<file path="src/cap_config.svh">
`ifndef CAP_CONFIG_SVH
`define CAP_CONFIG_SVH

// receive slots, at most 4
`define CAP_NUM_SLOTS 2

// buffer words per slot, first words of a region are registers
`define CAP_BUF_AW    10
`define CAP_HDR_WORDS 4
`define CAP_MAX_BYTES (((1 << `CAP_BUF_AW) - `CAP_HDR_WORDS) * 2)

// data widths
`define CAP_CNT_W  64
`define CAP_TS_W   32
`define CAP_LEN_W  12
`define CAP_DROP_W 16
`define CAP_WORD_W 16
`define CAP_APB_AW 16

`endif

</file>
<file path="src/cap_pkg.sv">
`include "cap_config.svh"

package cap_pkg;

  typedef logic [7:0]                rx_byte_t;
  typedef logic [`CAP_TS_W-1:0]      ts_t;
  typedef logic [`CAP_LEN_W-1:0]     frame_len_t;
  typedef logic [`CAP_WORD_W-1:0]    buf_word_t;
  typedef logic [`CAP_BUF_AW-1:0]    buf_addr_t;
  typedef logic [`CAP_CNT_W-1:0]     glob_cnt_t;
  typedef logic [`CAP_DROP_W-1:0]    drop_cnt_t;

  // one GMII beat
  typedef struct packed {
    logic     valid;
    rx_byte_t data;
  } rx_beat_t;

  typedef enum logic [1:0] {
    st_idle,
    st_armed,
    st_receiving,
    st_done
  } slot_state_e;

  // per slot read data back to the register block
  typedef struct packed {
    ts_t        ts;
    frame_len_t len;
    buf_word_t  rd_data;
  } slot_info_t;

endpackage

</file>
<file path="src/rx_dispatch.sv">
`timescale 1ns/1ps
`include "cap_config.svh"

module rx_dispatch (
  input  logic                        clk_125,
  input  logic                        core_rst_n,
  input  cap_pkg::rx_beat_t           rx_beat_i,
  input  logic [`CAP_NUM_SLOTS-1:0]   slot_armed_i,
  output cap_pkg::rx_beat_t           beat_o,
  output logic [`CAP_NUM_SLOTS-1:0]   slot_sel_o,
  output cap_pkg::drop_cnt_t          drop_count_o
);

  import cap_pkg::*;

  rx_beat_t                  beat_q;
  logic [`CAP_NUM_SLOTS-1:0] sel_q;
  logic [`CAP_NUM_SLOTS-1:0] lowest_armed;
  drop_cnt_t                 drop_q;
  logic                      frame_start;

  // rising edge of valid marks a new frame
  assign frame_start = rx_beat_i.valid && !beat_q.valid;

  // isolate the lowest set bit
  assign lowest_armed = slot_armed_i & (~slot_armed_i + 1'b1);

  // --------------------
  // stream register and slot choice
  // --------------------
  always_ff @(posedge clk_125 or negedge core_rst_n) begin
    if (!core_rst_n) begin
      beat_q <= '0;
      sel_q  <= '0;
      drop_q <= '0;
    end else begin
      beat_q <= rx_beat_i;
      if (frame_start) begin
        sel_q <= lowest_armed;
        // nobody armed, frame is lost
        if (lowest_armed == '0) begin
          drop_q <= drop_q + 1'b1;
        end
      end else if (!rx_beat_i.valid) begin
        sel_q <= '0;
      end
    end
  end

  assign beat_o       = beat_q;
  assign slot_sel_o   = sel_q;
  assign drop_count_o = drop_q;

endmodule

</file>
<file path="config.mk">
export PLATFORM = sky130hd
export DESIGN_NAME = rx_dispatch
export DESIGN_NICKNAME = d
export VERILOG_FILES = /design/src/cap_pkg.sv /design/src/rx_dispatch.sv
export VERILOG_INCLUDE_DIRS = /design/src
export SDC_FILE = /design/constraint.sdc
export NUM_CORES = 1
export LEC_CHECK = 0
export ABC_CLOCK_PERIOD_IN_PS = 5100
export CAP_MARGIN = 20
export CORE_MARGIN = 2
export CORE_UTILIZATION = 50
export DETAILED_ROUTE_END_ITERATION = 10
export DONT_BUFFER_PORTS = 1
export GPL_TIMING_DRIVEN = 0
export PLACE_DENSITY = 0.61
export SYNTH_ARGS = -nofsm -noshare
export SYNTH_HDL_FRONTEND = slang
export SYNTH_SLANG_ARGS = --single-unit
</file>
<file path="constraint.sdc">
create_clock -name clk_125 -period 5.1 [get_ports clk_125]
set_input_delay 0.255 -clock clk_125 [delete_from_list [all_inputs] [get_ports clk_125]]
set_output_delay 0.255 -clock clk_125 [all_outputs]
set_load 0.01 [all_outputs]
</file>
==> impl_metrics.sql, run 1 <==
INSERT INTO impl_metrics (metric_group, metric, value, unit) VALUES
('outcome', 'status', 'finished clean', ''),
('worst_setup_path', 'crit_required', '5330', 'ps'),
('worst_setup_path', 'worstSetupPathType', 'reg -> reg', ''),
('synthesis', 'ys_seq_elements', '27', ''),
('synthesis', 'synthesis.instances', '81', ''),
('timing', 'max_freq', '469', 'MHz'),
('grt', 'grt_pass1_wl', '3180', 'um'),
('timing', 'timing.final.max_slew_violations', '0', ''),
('worst_setup_path', 'worst_path_dominant_cell_family', 'simple AND/OR/NAND/NOR gates', ''),
('clocking', 'post_cts_resized', '0', ''),
('synthesis', 'avgSynthCellArea', '12.9', 'um^2'),
('drt', 'dr_total_vias', '637', ''),
('timing', 'finalSetupViolations', '0', ''),
('timing', 'hold_viol_final', '0', ''),
('worst_setup_path', 'cp_cell_sequence', 'or4b_1, buf_2, nor4_4, or3b_1, xnor2_1', ''),
('drt', 'top_layer_used', 'met4', ''),
('grt', 'grt_max_degree', '28', ''),
('clocking', 'clkLatencyLatePin', '320', 'ps'),
('synthesis', 'dominant_combinational_cell_family_by_area_after_synthesis', 'simple AND/OR/NAND/NOR gates', ''),
('place', 'place_ws', '2970', 'ps'),
('timing', 'layout_worst_path_cycle_share', '41.8', '%'),
('drt', 'detail_route.drc_violations', '0', ''),
('power_and_ir_drop', 'ir_worst_vdd', '233', 'uV'),
('worst_setup_path', 'r2r_slack', '2970', 'ps'),
('drt', 'met2WireLength', '958', 'um'),
('synthesis', 'arithmetic_cell_share_of_the_synthesized_area_counting_full_adders_half_adders_and_majority_gates', '1.20', '%'),
('drt', 'ant_nets', '0', ''),
('clocking', 'hold_buf_count_cts', '11', ''),
('drt', 'vias_per_cell', '5.18', ''),
('drt', 'wirelength', '1890', 'um'),
('synthesis', 'synth_simple_gate_area_share', '18.4', '%'),
('place', 'port_buffers', '0', ''),
('timing', 'fin_skew', '5.39', 'ps'),
('drt', 'dr.first_iter.drc_count', '5', ''),
('worst_setup_path', 'worst_reg2reg_path_startpoint', 'beat_o[8]$_DFF_PN0_', ''),
('timing', 'final.setup.tns', '0', 'ps'),
('synthesis', 'share_of_the_synthesized_netlist_area_taken_by_xor_and_xnor_gates', '12.6', '%'),
('worst_setup_path', 'worstPathMaxFanout', '6', ''),
('synthesis', 'synth-seq-area-share', '64.9', '%'),
('clocking', 'cts_inserted_buffers', '3', ''),
('place', 'globalplace.congestion', '0.689', ''),
('die', 'boundaryPins', '40', ''),
('worst_setup_path', 'path_buf_inv', '1', ''),
('timing', 'final_critical_path_setup_slack', '2970', 'ps'),
('place', 'hpwl', '1230', 'um'),
('synthesis', 'synth.lib_cells_used.distinct', '20', ''),
('drt', 'detailedRoute.firstPassIterationCount', '2', ''),
('worst_setup_path', 'setup.worst_path.start_class', 'flip-flop', ''),
('clocking', 'tritoncts_clock_tree', 'built', ''),
('worst_setup_path', 'reg2regPathDepth', '5', ''),
('timing', 'worst_slew_margin_rel', '69.1', '%'),
('synthesis', 'synth.yosys.warnings', '0', ''),
('power_and_ir_drop', 'power_per_unit_of_standard_cell_area', '336', 'nW/um^2'),
('grt', 'grt.overflow.total', '0', ''),
('worst_setup_path', 'critical-path-max-stage-delay', '530', 'ps'),
('layout', 'layout-drive-gt1-share', '7.29', '%'),
('die', 'floorplan.die_area', '2460', 'um^2'),
('worst_setup_path', 'critical_path_end_type', 'flip-flop', ''),
('worst_setup_path', 'worst-path-stages', '5', ''),
('layout', 'mostFrequentLayoutCells', '27 x dfrtp_1, 10 x xnor2_1, 10 x dlygate4sd3_1', ''),
('layout', 'flow.area_growth_from_synthesis', '17.7', '%'),
('place', 'dpl.cell_count', '108', ''),
('synthesis', 'synth.mux.area_fraction', '0.962', '%'),
('worst_setup_path', 'worst_setup_startpoint', 'beat_o[8]$_DFF_PN0_', ''),
('layout', 'final_cell_count_without_fillers', '123', ''),
('die', 'row_count', '16', ''),
('clocking', 'root_buffer', 'clkbuf_4', ''),
('worst_setup_path', 'max_stage_delay_cell_worst_path', 'or4b_1', ''),
('layout', 'layout.nets', '111', ''),
('synthesis', 'fraction_of_the_mapped_netlist_area_in_compound_gates', '0.721', '%'),
('layout', 'most_frequent_standard_cell_in_the_layout_excluding_fill_and_tap_cells', 'dfrtp_1', '');
==> flip-flops by register name (all words and copies together) (netlist names) <==
name	flops
beat_o	9
drop_count_o	16
slot_sel_o	2
==> layout make-up <==
type / count / area (um^2)
fillers: 181 / 737
flip-flops and latches: 27 / 676
multi-input cells: 51 / 353
repair buffers: 11 / 120
well taps: 27 / 33.8
clock buffers: 3 / 22.5
clock inverters: 1 / 7.51
inverters: 2 / 7.51
plain buffers: 1 / 5.00
==> cells by family after synthesis <==
family          after synthesis
buf+inv                       3
fa+ha+maj                     1
compound gates                1
flops                        27
mux                           1
simple gates                 33
xor+xnor                     15
==> cell usage after synthesis <==
| library cell | count | share of area, % |
|---|---|---|
| inv_1 | 2 | 0.72 |
| nor4b_1 | 1 | 0.84 |
| nor2b_1 | 2 | 1.2 |
| or4b_1 | 1 | 0.96 |
| ha_1 | 1 | 1.2 |
| xnor2_1 | 10 | 8.4 |
| nand3_1 | 5 | 2.4 |
| mux2i_1 | 1 | 0.96 |
| nand2_1 | 8 | 2.9 |
| buf_2 | 1 | 0.48 |
| xor2_1 | 5 | 4.2 |
| nor2_1 | 4 | 1.4 |
| and3_1 | 5 | 3.0 |
| dfrtp_1 | 27 | 65 |
| nor3_1 | 2 | 0.96 |
| a22oi_1 | 1 | 0.72 |
| nor4_4 | 1 | 2.0 |
| and2_1 | 1 | 0.60 |
| nand4_1 | 2 | 1.2 |
| or3b_1 | 1 | 0.84 |
==> how the worst min path moves through the flow <==
stage                                      endpoint  slack [ps]  depth (start not counted)
after floorplan                 beat_o[0]$_DFF_PN0_         -40                          0
after global placement          beat_o[6]$_DFF_PN0_         -40                          0
after detailed placement        beat_o[6]$_DFF_PN0_         -40                          0
after CTS                 slot_sel_o[1]$_DFFE_PN0P_          40                          1
after global routing      slot_sel_o[0]$_DFFE_PN0P_          30                          1
final                     slot_sel_o[1]$_DFFE_PN0P_          50                          1
==> through the flow <==
stage               total power (W)  area, um^2  hold WS (ps)
global route               0.000439        1220          29.0
global placement           0.000309        1070         -40.1
CTS                        0.000418        1220          38.2
detailed placement         0.000311        1070         -40.0
finish                     0.000412        1220          52.4
floorplan                  0.000300        1040         -40.6
==> routing by layer <==
metal	vias up	track usage, %
li1	298	-
met1	310	18.1
met3	4	6.36
met5	-	0
met2	25	31.1
met4	0	9.72
==> power by group <==
part	leakage, nW	internal (W)	total [W]	switching [W]
Sequential	0.340	0.000236	0.000272	0.0000367
Combinational	0.221	0.0000234	0.0000469	0.0000235
Clock	0.0139	0.0000300	0.0000926	0.0000626
Total	0.575	0.000289	0.000412	0.000123
(Power assumes the default switching activity.)
==> inputs of run 2 (changes only) <==
- ABC_CLOCK_PERIOD_IN_PS: 5100 -> 2000
- clock period: 5.1 -> 2 ns (I/O delays scaled with it)
==> run 2 against run 1 <==
Compared with the run above:
- critical endpoint unchanged
- sequential power grew to 2.6 times the previous value
- critical path depth is the same
- clock power grew to 2.5 times the previous value
- final cell count is 2.4% higher
- via count is 0.63% higher
- flip-flop and latch count unchanged
- utilization up 2.2 points
- largest cell class unchanged
- critical path type unchanged
- worst hold slack better by 11 ps
==> impl_metrics.sql, run 2 (synthesis gave the netlist of run 1 again) <==
INSERT INTO impl_metrics (metric_group, metric, value, unit) VALUES
('outcome', 'status', 'finished clean', ''),
('timing', 'unrepaired_setup_endpoints_after_global_routing', 'true', ''),
('layout', 'flow.area_growth_from_synthesis', '21.9', '%'),
('worst_setup_path', 'critical-path-max-stage-delay', '500', 'ps'),
('die', 'area_of_the_core_region', '1960', 'um^2'),
('drt', 'vias_per_cell', '5.09', ''),
('die', 'boundaryPins', '40', ''),
('clocking', 'tritoncts_clock_tree', 'built', ''),
('drt', 'wirelength', '1980', 'um'),
('layout', 'layout.nets', '114', ''),
('timing', 'final.setup.tns', '0', 'ps'),
('worst_setup_path', 'setup.worst_path.start_class', 'flip-flop', ''),
('clocking', 'root_buffer', 'clkbuf_4', ''),
('worst_setup_path', 'cp_cell_sequence', 'or4b_4, buf_6, nor4_4, or3b_4, xnor2_1', ''),
('drt', 'dr_total_vias', '641', ''),
('timing', 'fin_skew', '4.21', 'ps'),
('clocking', 'clock-sinks', '27', ''),
('drt', 'dr.first_iter.drc_count', '7', ''),
('worst_setup_path', 'worstSetupPathType', 'reg -> reg', ''),
('drt', 'ant_nets', '0', ''),
('die', 'die-height', '49.6', 'um'),
('timing', 'timing.final.max_slew_violations', '0', ''),
('grt', 'grt_max_degree', '28', ''),
('clocking', 'clkSlewWorstSetupHoldPaths', '140', 'ps'),
('timing', 'timing_worst_slew_pin_value', '580', 'ps'),
('grt', 'grt.overflow.total', '0', ''),
('worst_setup_path', 'worstPathArrival', '2200', 'ps'),
('place', 'hpwl', '1330', 'um'),
('layout', 'largest_register_ff_count', '16', ''),
('grt', 'antenna_found_initial', '0', ''),
('grt', 'grt_pass1_wl', '3380', 'um'),
('die', 'floorplan.die_area', '2460', 'um^2'),
('worst_setup_path', 'max_stage_delay_cell_worst_path', 'or4b_4', ''),
('clocking', 'clkLatencyLatePin', '320', 'ps'),
('worst_setup_path', 'critical_path_end_type', 'flip-flop', ''),
('power_and_ir_drop', 'power.total', '0.00106', 'W'),
('timing', 'layout_worst_path_cycle_share', '99.2', '%'),
('grt', 'total_global_route_track_usage', '18.1', '%'),
('power_and_ir_drop', 'ir_worst_vdd', '590', 'uV'),
('layout', 'insertedDiodeCount', '0', ''),
('die', 'chipWidth', '49.6', 'um'),
('layout', 'mostFrequentLayoutCells', '26 x dfrtp_1, 13 x dlygate4sd3_1, 10 x xnor2_1', ''),
('power_and_ir_drop', 'leakage', '0.592', 'nW'),
('timing', 'finalSetupViolations', '0', ''),
('worst_setup_path', 'worstPathMaxFanout', '6', ''),
('flow_run', 'max-cap-violations', '0', ''),
('timing', 'timing.final.crit_period', '1980', 'ps'),
('timing', 'max_freq', '504', 'MHz'),
('place', 'port_buffers', '0', ''),
('die', 'row_count', '16', ''),
('place', 'globalplace.congestion', '0.726', ''),
('layout', 'most_frequent_standard_cell_in_the_layout_excluding_fill_and_tap_cells', 'dfrtp_1', ''),
('die', 'initial_util', '53.1', '%'),
('clocking', 'clock_tree.htree_level_count', '1', ''),
('power_and_ir_drop', 'power_per_unit_of_standard_cell_area', '835', 'nW/um^2'),
('worst_setup_path', 'crit_required', '2220', 'ps'),
('grt', 'first_global_vias', '709', ''),
('clocking', 'cts_inserted_buffers', '3', ''),
('timing', 'hold_viol_final', '0', ''),
('timing', 'worst_slew_margin_rel', '60.8', '%'),
('worst_hold_path', 'min-delay-path-class', 'in -> reg', ''),
('drt', 'detail_route.drc_violations', '0', ''),
('layout', 'layout-drive-gt1-share', '10.1', '%'),
('layout', 'fill_cells', '169', ''),
('clocking', 'cts-root-to-sink-buffers', '2', ''),
('drt', 'detailedRoute.firstPassIterationCount', '3', ''),
('drt', 'drt-wirelength-per-cell', '15.7', 'um');
run 2: what timing repair did:
item | in CTS | in global routing
hold buffers | 14 | 0
endpoints found under the setup margin | 1 | 3
pin swaps | 1 | 0
resized for setup | 1 | 1
buffers inserted | 0 | 0
endpoints found under the hold margin | 39 | 0
run 2: layout make-up:
cell class / count / area, um^2 / share of cell area (%)
Sequential cell: 27 / 677 / 53.4
Multi-Input combinational cell: 51 / 359 / 28.3
Timing Repair Buffer: 14 / 150 / 11.8
Tap cell: 27 / 33.8 / 2.66
Clock buffer: 3 / 22.5 / 1.78
Buffer: 1 / 11.3 / 0.888
Clock inverter: 1 / 7.51 / 0.592
Inverter: 2 / 7.51 / 0.592
run 2: path summary, 6_finish.rpt:
| path | startpoint | to | slack [ps] | cells past startpoint |
|---|---|---|---|---|
| max | beat_o[8]$_DFF_PN0_ | drop_count_o[15]$_DFFE_PN0P_ | 20 | 5 |
| max reg2reg | beat_o[8]$_DFF_PN0_ | drop_count_o[15]$_DFFE_PN0P_ | 20 | 5 |
| min in group asynchronous | core_rst_n | drop_count_o[14]$_DFFE_PN0P_ | 220 | 2 |
| min reg2reg | drop_count_o[15]$_DFFE_PN0P_ | drop_count_o[15]$_DFFE_PN0P_ | 560 | 1 |
| max in group asynchronous | core_rst_n | beat_o[8]$_DFF_PN0_ | 1620 | 2 |
| min | rx_beat_i[8] | drop_count_o[1]$_DFFE_PN0P_ | 60 | 3 |
run 2: stage by stage:
stage          util, %  worst slack, ps  hold WS, ps  instances  instance area, um^2
2_1_floorplan        -             29.9         -196         81                 1050
3_3_place_gp      55.2            -47.4         -195        108                 1080
3_5_place_dp      55.2            -98.9         -195        108                 1080
4_1_cts           64.5             5.49         38.3        126                 1260
5_1_grt           64.7            -56.4         45.3        126                 1270
6_report          64.7             15.7         63.3        126                 1270
run 2: per-layer routing:
layer	up-vias	routed length, um	GRT usage [%]
li1	308	-	-
met5	-	0	0
met3	0	108	4.24
met4	0	0	6.94
met1	313	847	24.1
met2	20	1030	28.9
run 2: worst max-delay path, delay by kind of cell (launching register included):
kind	cells	cell delay [ps]
XOR/XNOR	1	130
buffers and inverters	1	150
flip-flops	1	490
AND/OR/NAND/NOR	3	1110
run 2: where the power goes:
part | switching, W | internal (W)
registers | 0.0000967 | 0.000601
clock network | 0.000159 | 0.0000764
logic | 0.0000615 | 0.0000643
total | 0.000317 | 0.000742
==> inputs of run 3 (changes only) <==
- HOLD_SLACK_MARGIN: not set -> 0.12
==> run 3 against run 2 <==
Compared with the run above:
- sequential power about the same
- maximum frequency is essentially flat
- worst hold slack improved by 110 ps
==> impl_metrics.sql, run 3 (synthesis gave the netlist of run 1 again) <==
INSERT INTO impl_metrics (metric_group, metric, value, unit) VALUES
('layout', 'register_area', '677', 'um^2'),
('die', 'chipWidth', '49.6', 'um'),
('grt', 'total_global_route_track_usage', '18.1', '%'),
('die', 'area_of_the_core_region', '1960', 'um^2'),
('layout', 'fill_cells', '169', ''),
('grt', 'grt_max_degree', '28', ''),
('grt', 'antenna_found_initial', '0', ''),
('worst_setup_path', 'reg2regPathDepth', '5', ''),
('timing', 'worst_slew_margin_rel', '60.9', '%'),
('clocking', 'root_buffer', 'clkbuf_4', ''),
('drt', 'vias_per_cell', '5.09', ''),
('worst_setup_path', 'worst_setup_startpoint', 'beat_o[8]$_DFF_PN0_', ''),
('clocking', 'cts_setup_buffers', '0', ''),
('layout', 'most_frequent_standard_cell_in_the_layout_excluding_fill_and_tap_cells', 'dfrtp_1', ''),
('layout', 'mostFrequentLayoutCells', '26 x dfrtp_1, 13 x dlygate4sd3_1, 10 x xnor2_1', ''),
('layout', 'area_of_combinational_cells_with_multiple_inputs', '359', 'um^2'),
('drt', 'drt-wirelength-per-cell', '15.7', 'um'),
('worst_setup_path', 'max_stage_delay_cell_worst_path', 'or4b_4', ''),
('die', 'die-height', '49.6', 'um'),
('clocking', 'clock_tree.htree_level_count', '1', ''),
('power_and_ir_drop', 'ir_worst_vdd', '590', 'uV'),
('outcome', 'status', 'finished clean', ''),
('worst_setup_path', 'critical_path_end_type', 'flip-flop', ''),
('timing', 'layout_worst_path_cycle_share', '99.2', '%'),
('drt', 'detailedRoute.firstPassIterationCount', '3', ''),
('place', 'placed_cell_area', '1080', 'um^2'),
('worst_setup_path', 'worstSetupPathType', 'reg -> reg', ''),
('power_and_ir_drop', 'leakage', '0.592', 'nW'),
('worst_setup_path', 'worst_reg2reg_path_startpoint', 'beat_o[8]$_DFF_PN0_', ''),
('grt', 'grt_pass1_wl', '3380', 'um'),
('worst_setup_path', 'r2r_slack', '20', 'ps'),
('die', 'floorplan.die_area', '2460', 'um^2'),
('timing', 'hold_viol_final', '0', ''),
('worst_hold_path', 'worstHoldStart', 'rx_beat_i[8]', ''),
('clocking', 'cts-root-to-sink-buffers', '2', ''),
('timing', 'unrepaired_setup_endpoints_after_global_routing', 'true', ''),
('timing', 'fin_skew', '4.16', 'ps'),
('layout', 'final_instance_area', '1270', 'um^2'),
('drt', 'ant_nets', '0', ''),
('layout', 'flow.area_growth_from_synthesis', '21.9', '%'),
('place', 'dpl.cell_count', '108', ''),
('clocking', 'cts_inserted_buffers', '3', ''),
('drt', 'detail_route.drc_violations', '0', ''),
('power_and_ir_drop', 'power.total', '0.00106', 'W'),
('worst_setup_path', 'crit-reg2reg-capture', 'drop_count_o[15]$_DFFE_PN0P_', ''),
('flow_run', 'max-cap-violations', '0', ''),
('grt', 'first_global_vias', '705', ''),
('drt', 'dr.first_iter.drc_count', '7', ''),
('worst_setup_path', 'critical-path-max-stage-delay', '500', 'ps'),
('clocking', 'clock-sinks', '27', ''),
('drt', 'dr_total_vias', '641', ''),
('worst_setup_path', 'cp_cell_sequence', 'or4b_4, buf_6, nor4_4, or3b_4, xnor2_1', ''),
('clocking', 'clkLatencyLatePin', '320', 'ps'),
('worst_hold_path', 'number_of_cells_traversed_by_the_worst_hold_path', '3', ''),
('worst_setup_path', 'crit_required', '2220', 'ps'),
('worst_hold_path', 'min-delay-path-class', 'in -> reg', ''),
('timing', 'timing.final.max_slew_violations', '0', ''),
('clocking', 'tritoncts_clock_tree', 'built', ''),
('die', 'boundaryPins', '40', ''),
('place', 'port_buffers', '0', ''),
('timing', 'finalSetupViolations', '0', ''),
('worst_setup_path', 'setup.worst_path.start_class', 'flip-flop', ''),
('worst_setup_path', 'worstPathMaxFanout', '6', ''),
('worst_hold_path', 'min_delay_worst_endpoint', 'drop_count_o[0]$_DFFE_PN0P_', ''),
('layout', 'insertedDiodeCount', '0', ''),
('worst_setup_path', 'worstPathArrival', '2200', 'ps'),
('place', 'hpwl', '1330', 'um'),
('timing', 'timing.final.crit_period', '1980', 'ps'),
('clocking', 'clkSlewWorstSetupHoldPaths', '140', 'ps'),
('layout', 'layout.nets', '114', ''),
('place', 'globalplace.congestion', '0.726', ''),
('layout', 'layout-drive-gt1-share', '10.1', '%'),
('timing', 'timing_worst_slew_pin_value', '578', 'ps'),
('die', 'initial_util', '53.1', '%'),
('timing', 'max_freq', '504', 'MHz'),
('layout', 'final_cell_count_without_fillers', '126', ''),
('die', 'row_count', '16', ''),
('drt', 'wirelength', '1970', 'um'),
('power_and_ir_drop', 'power_per_unit_of_standard_cell_area', '835', 'nW/um^2'),
('layout', 'largest_register_ff_count', '16', ''),
('grt', 'grt.overflow.total', '0', '');
-- run 3: cell counts in the layout (fill, tap and decap cells not counted) --
No cell type changed its count.
-- run 3: layer usage --
layer  global-route usage [%]  vias to the layer above  part of all wire [%]
met5                        0                        -                     0
met4                     6.94                        0                     0
met3                     4.24                        0                   5.5
met2                     29.1                       20                    52
met1                     23.9                      314                    42
li1                         -                      307                     -
-- run 3: where the power goes --
| group | switching (W) | internal [W] | total [W] |
|---|---|---|---|
| clock | 0.000159 | 0.0000764 | 0.000235 |
| sequential | 0.0000967 | 0.000601 | 0.000698 |
| combinational | 0.0000625 | 0.0000643 | 0.000127 |
| total | 0.000318 | 0.000742 | 0.00106 |
-- run 3: worst max-delay path, delay by kind of cell (launching register included) --
family,cells,cell delay [ps]
xor gates and xnor gates,1,130
buffers and inverters,1,150
and+or+nand+nor,3,1110
DFF,1,490
-- run 3: layout make-up --
class / instances / area share (%)
multi-input cells: 51 / 28.3
clock buffers: 3 / 1.78
repair buffers: 14 / 11.8
flip-flops and latches: 27 / 53.4
inverters: 2 / 0.592
plain buffers: 1 / 0.888
clock inverters: 1 / 0.592
well taps: 27 / 2.66
-- run 3: worst max path at each step --
stage,to,slack (ps)
after floorplan,drop_count_o[15]$_DFFE_PN0P_,30
after global placement,drop_count_o[15]$_DFFE_PN0P_,-50
after detailed placement,drop_count_o[15]$_DFFE_PN0P_,-100
after CTS,drop_count_o[15]$_DFFE_PN0P_,6
after global routing,drop_count_o[15]$_DFFE_PN0P_,-60
final,drop_count_o[15]$_DFFE_PN0P_,20
-- run 3: timing repair --
action / CTS / global route
hold buffers: 14 / 0
endpoints found under the hold margin: 41 / 0
pin swaps: 1 / 0
gates resized for setup: 1 / 1
endpoints found under the setup margin: 1 / 3
gates cloned: 0 / 0
-- run 3: through the flow --
step	setup WS, ps	util (%)	setup TNS (ps)	hold WS, ps
final	16.8	64.7	0	169
after global routing	-56.4	64.7	-60.7	154
after CTS	5.60	64.5	0	136
after detailed placement	-98.9	55.2	-98.9	-195
after global placement	-47.4	55.2	-47.4	-195
after floorplan	29.9	-	0	-196
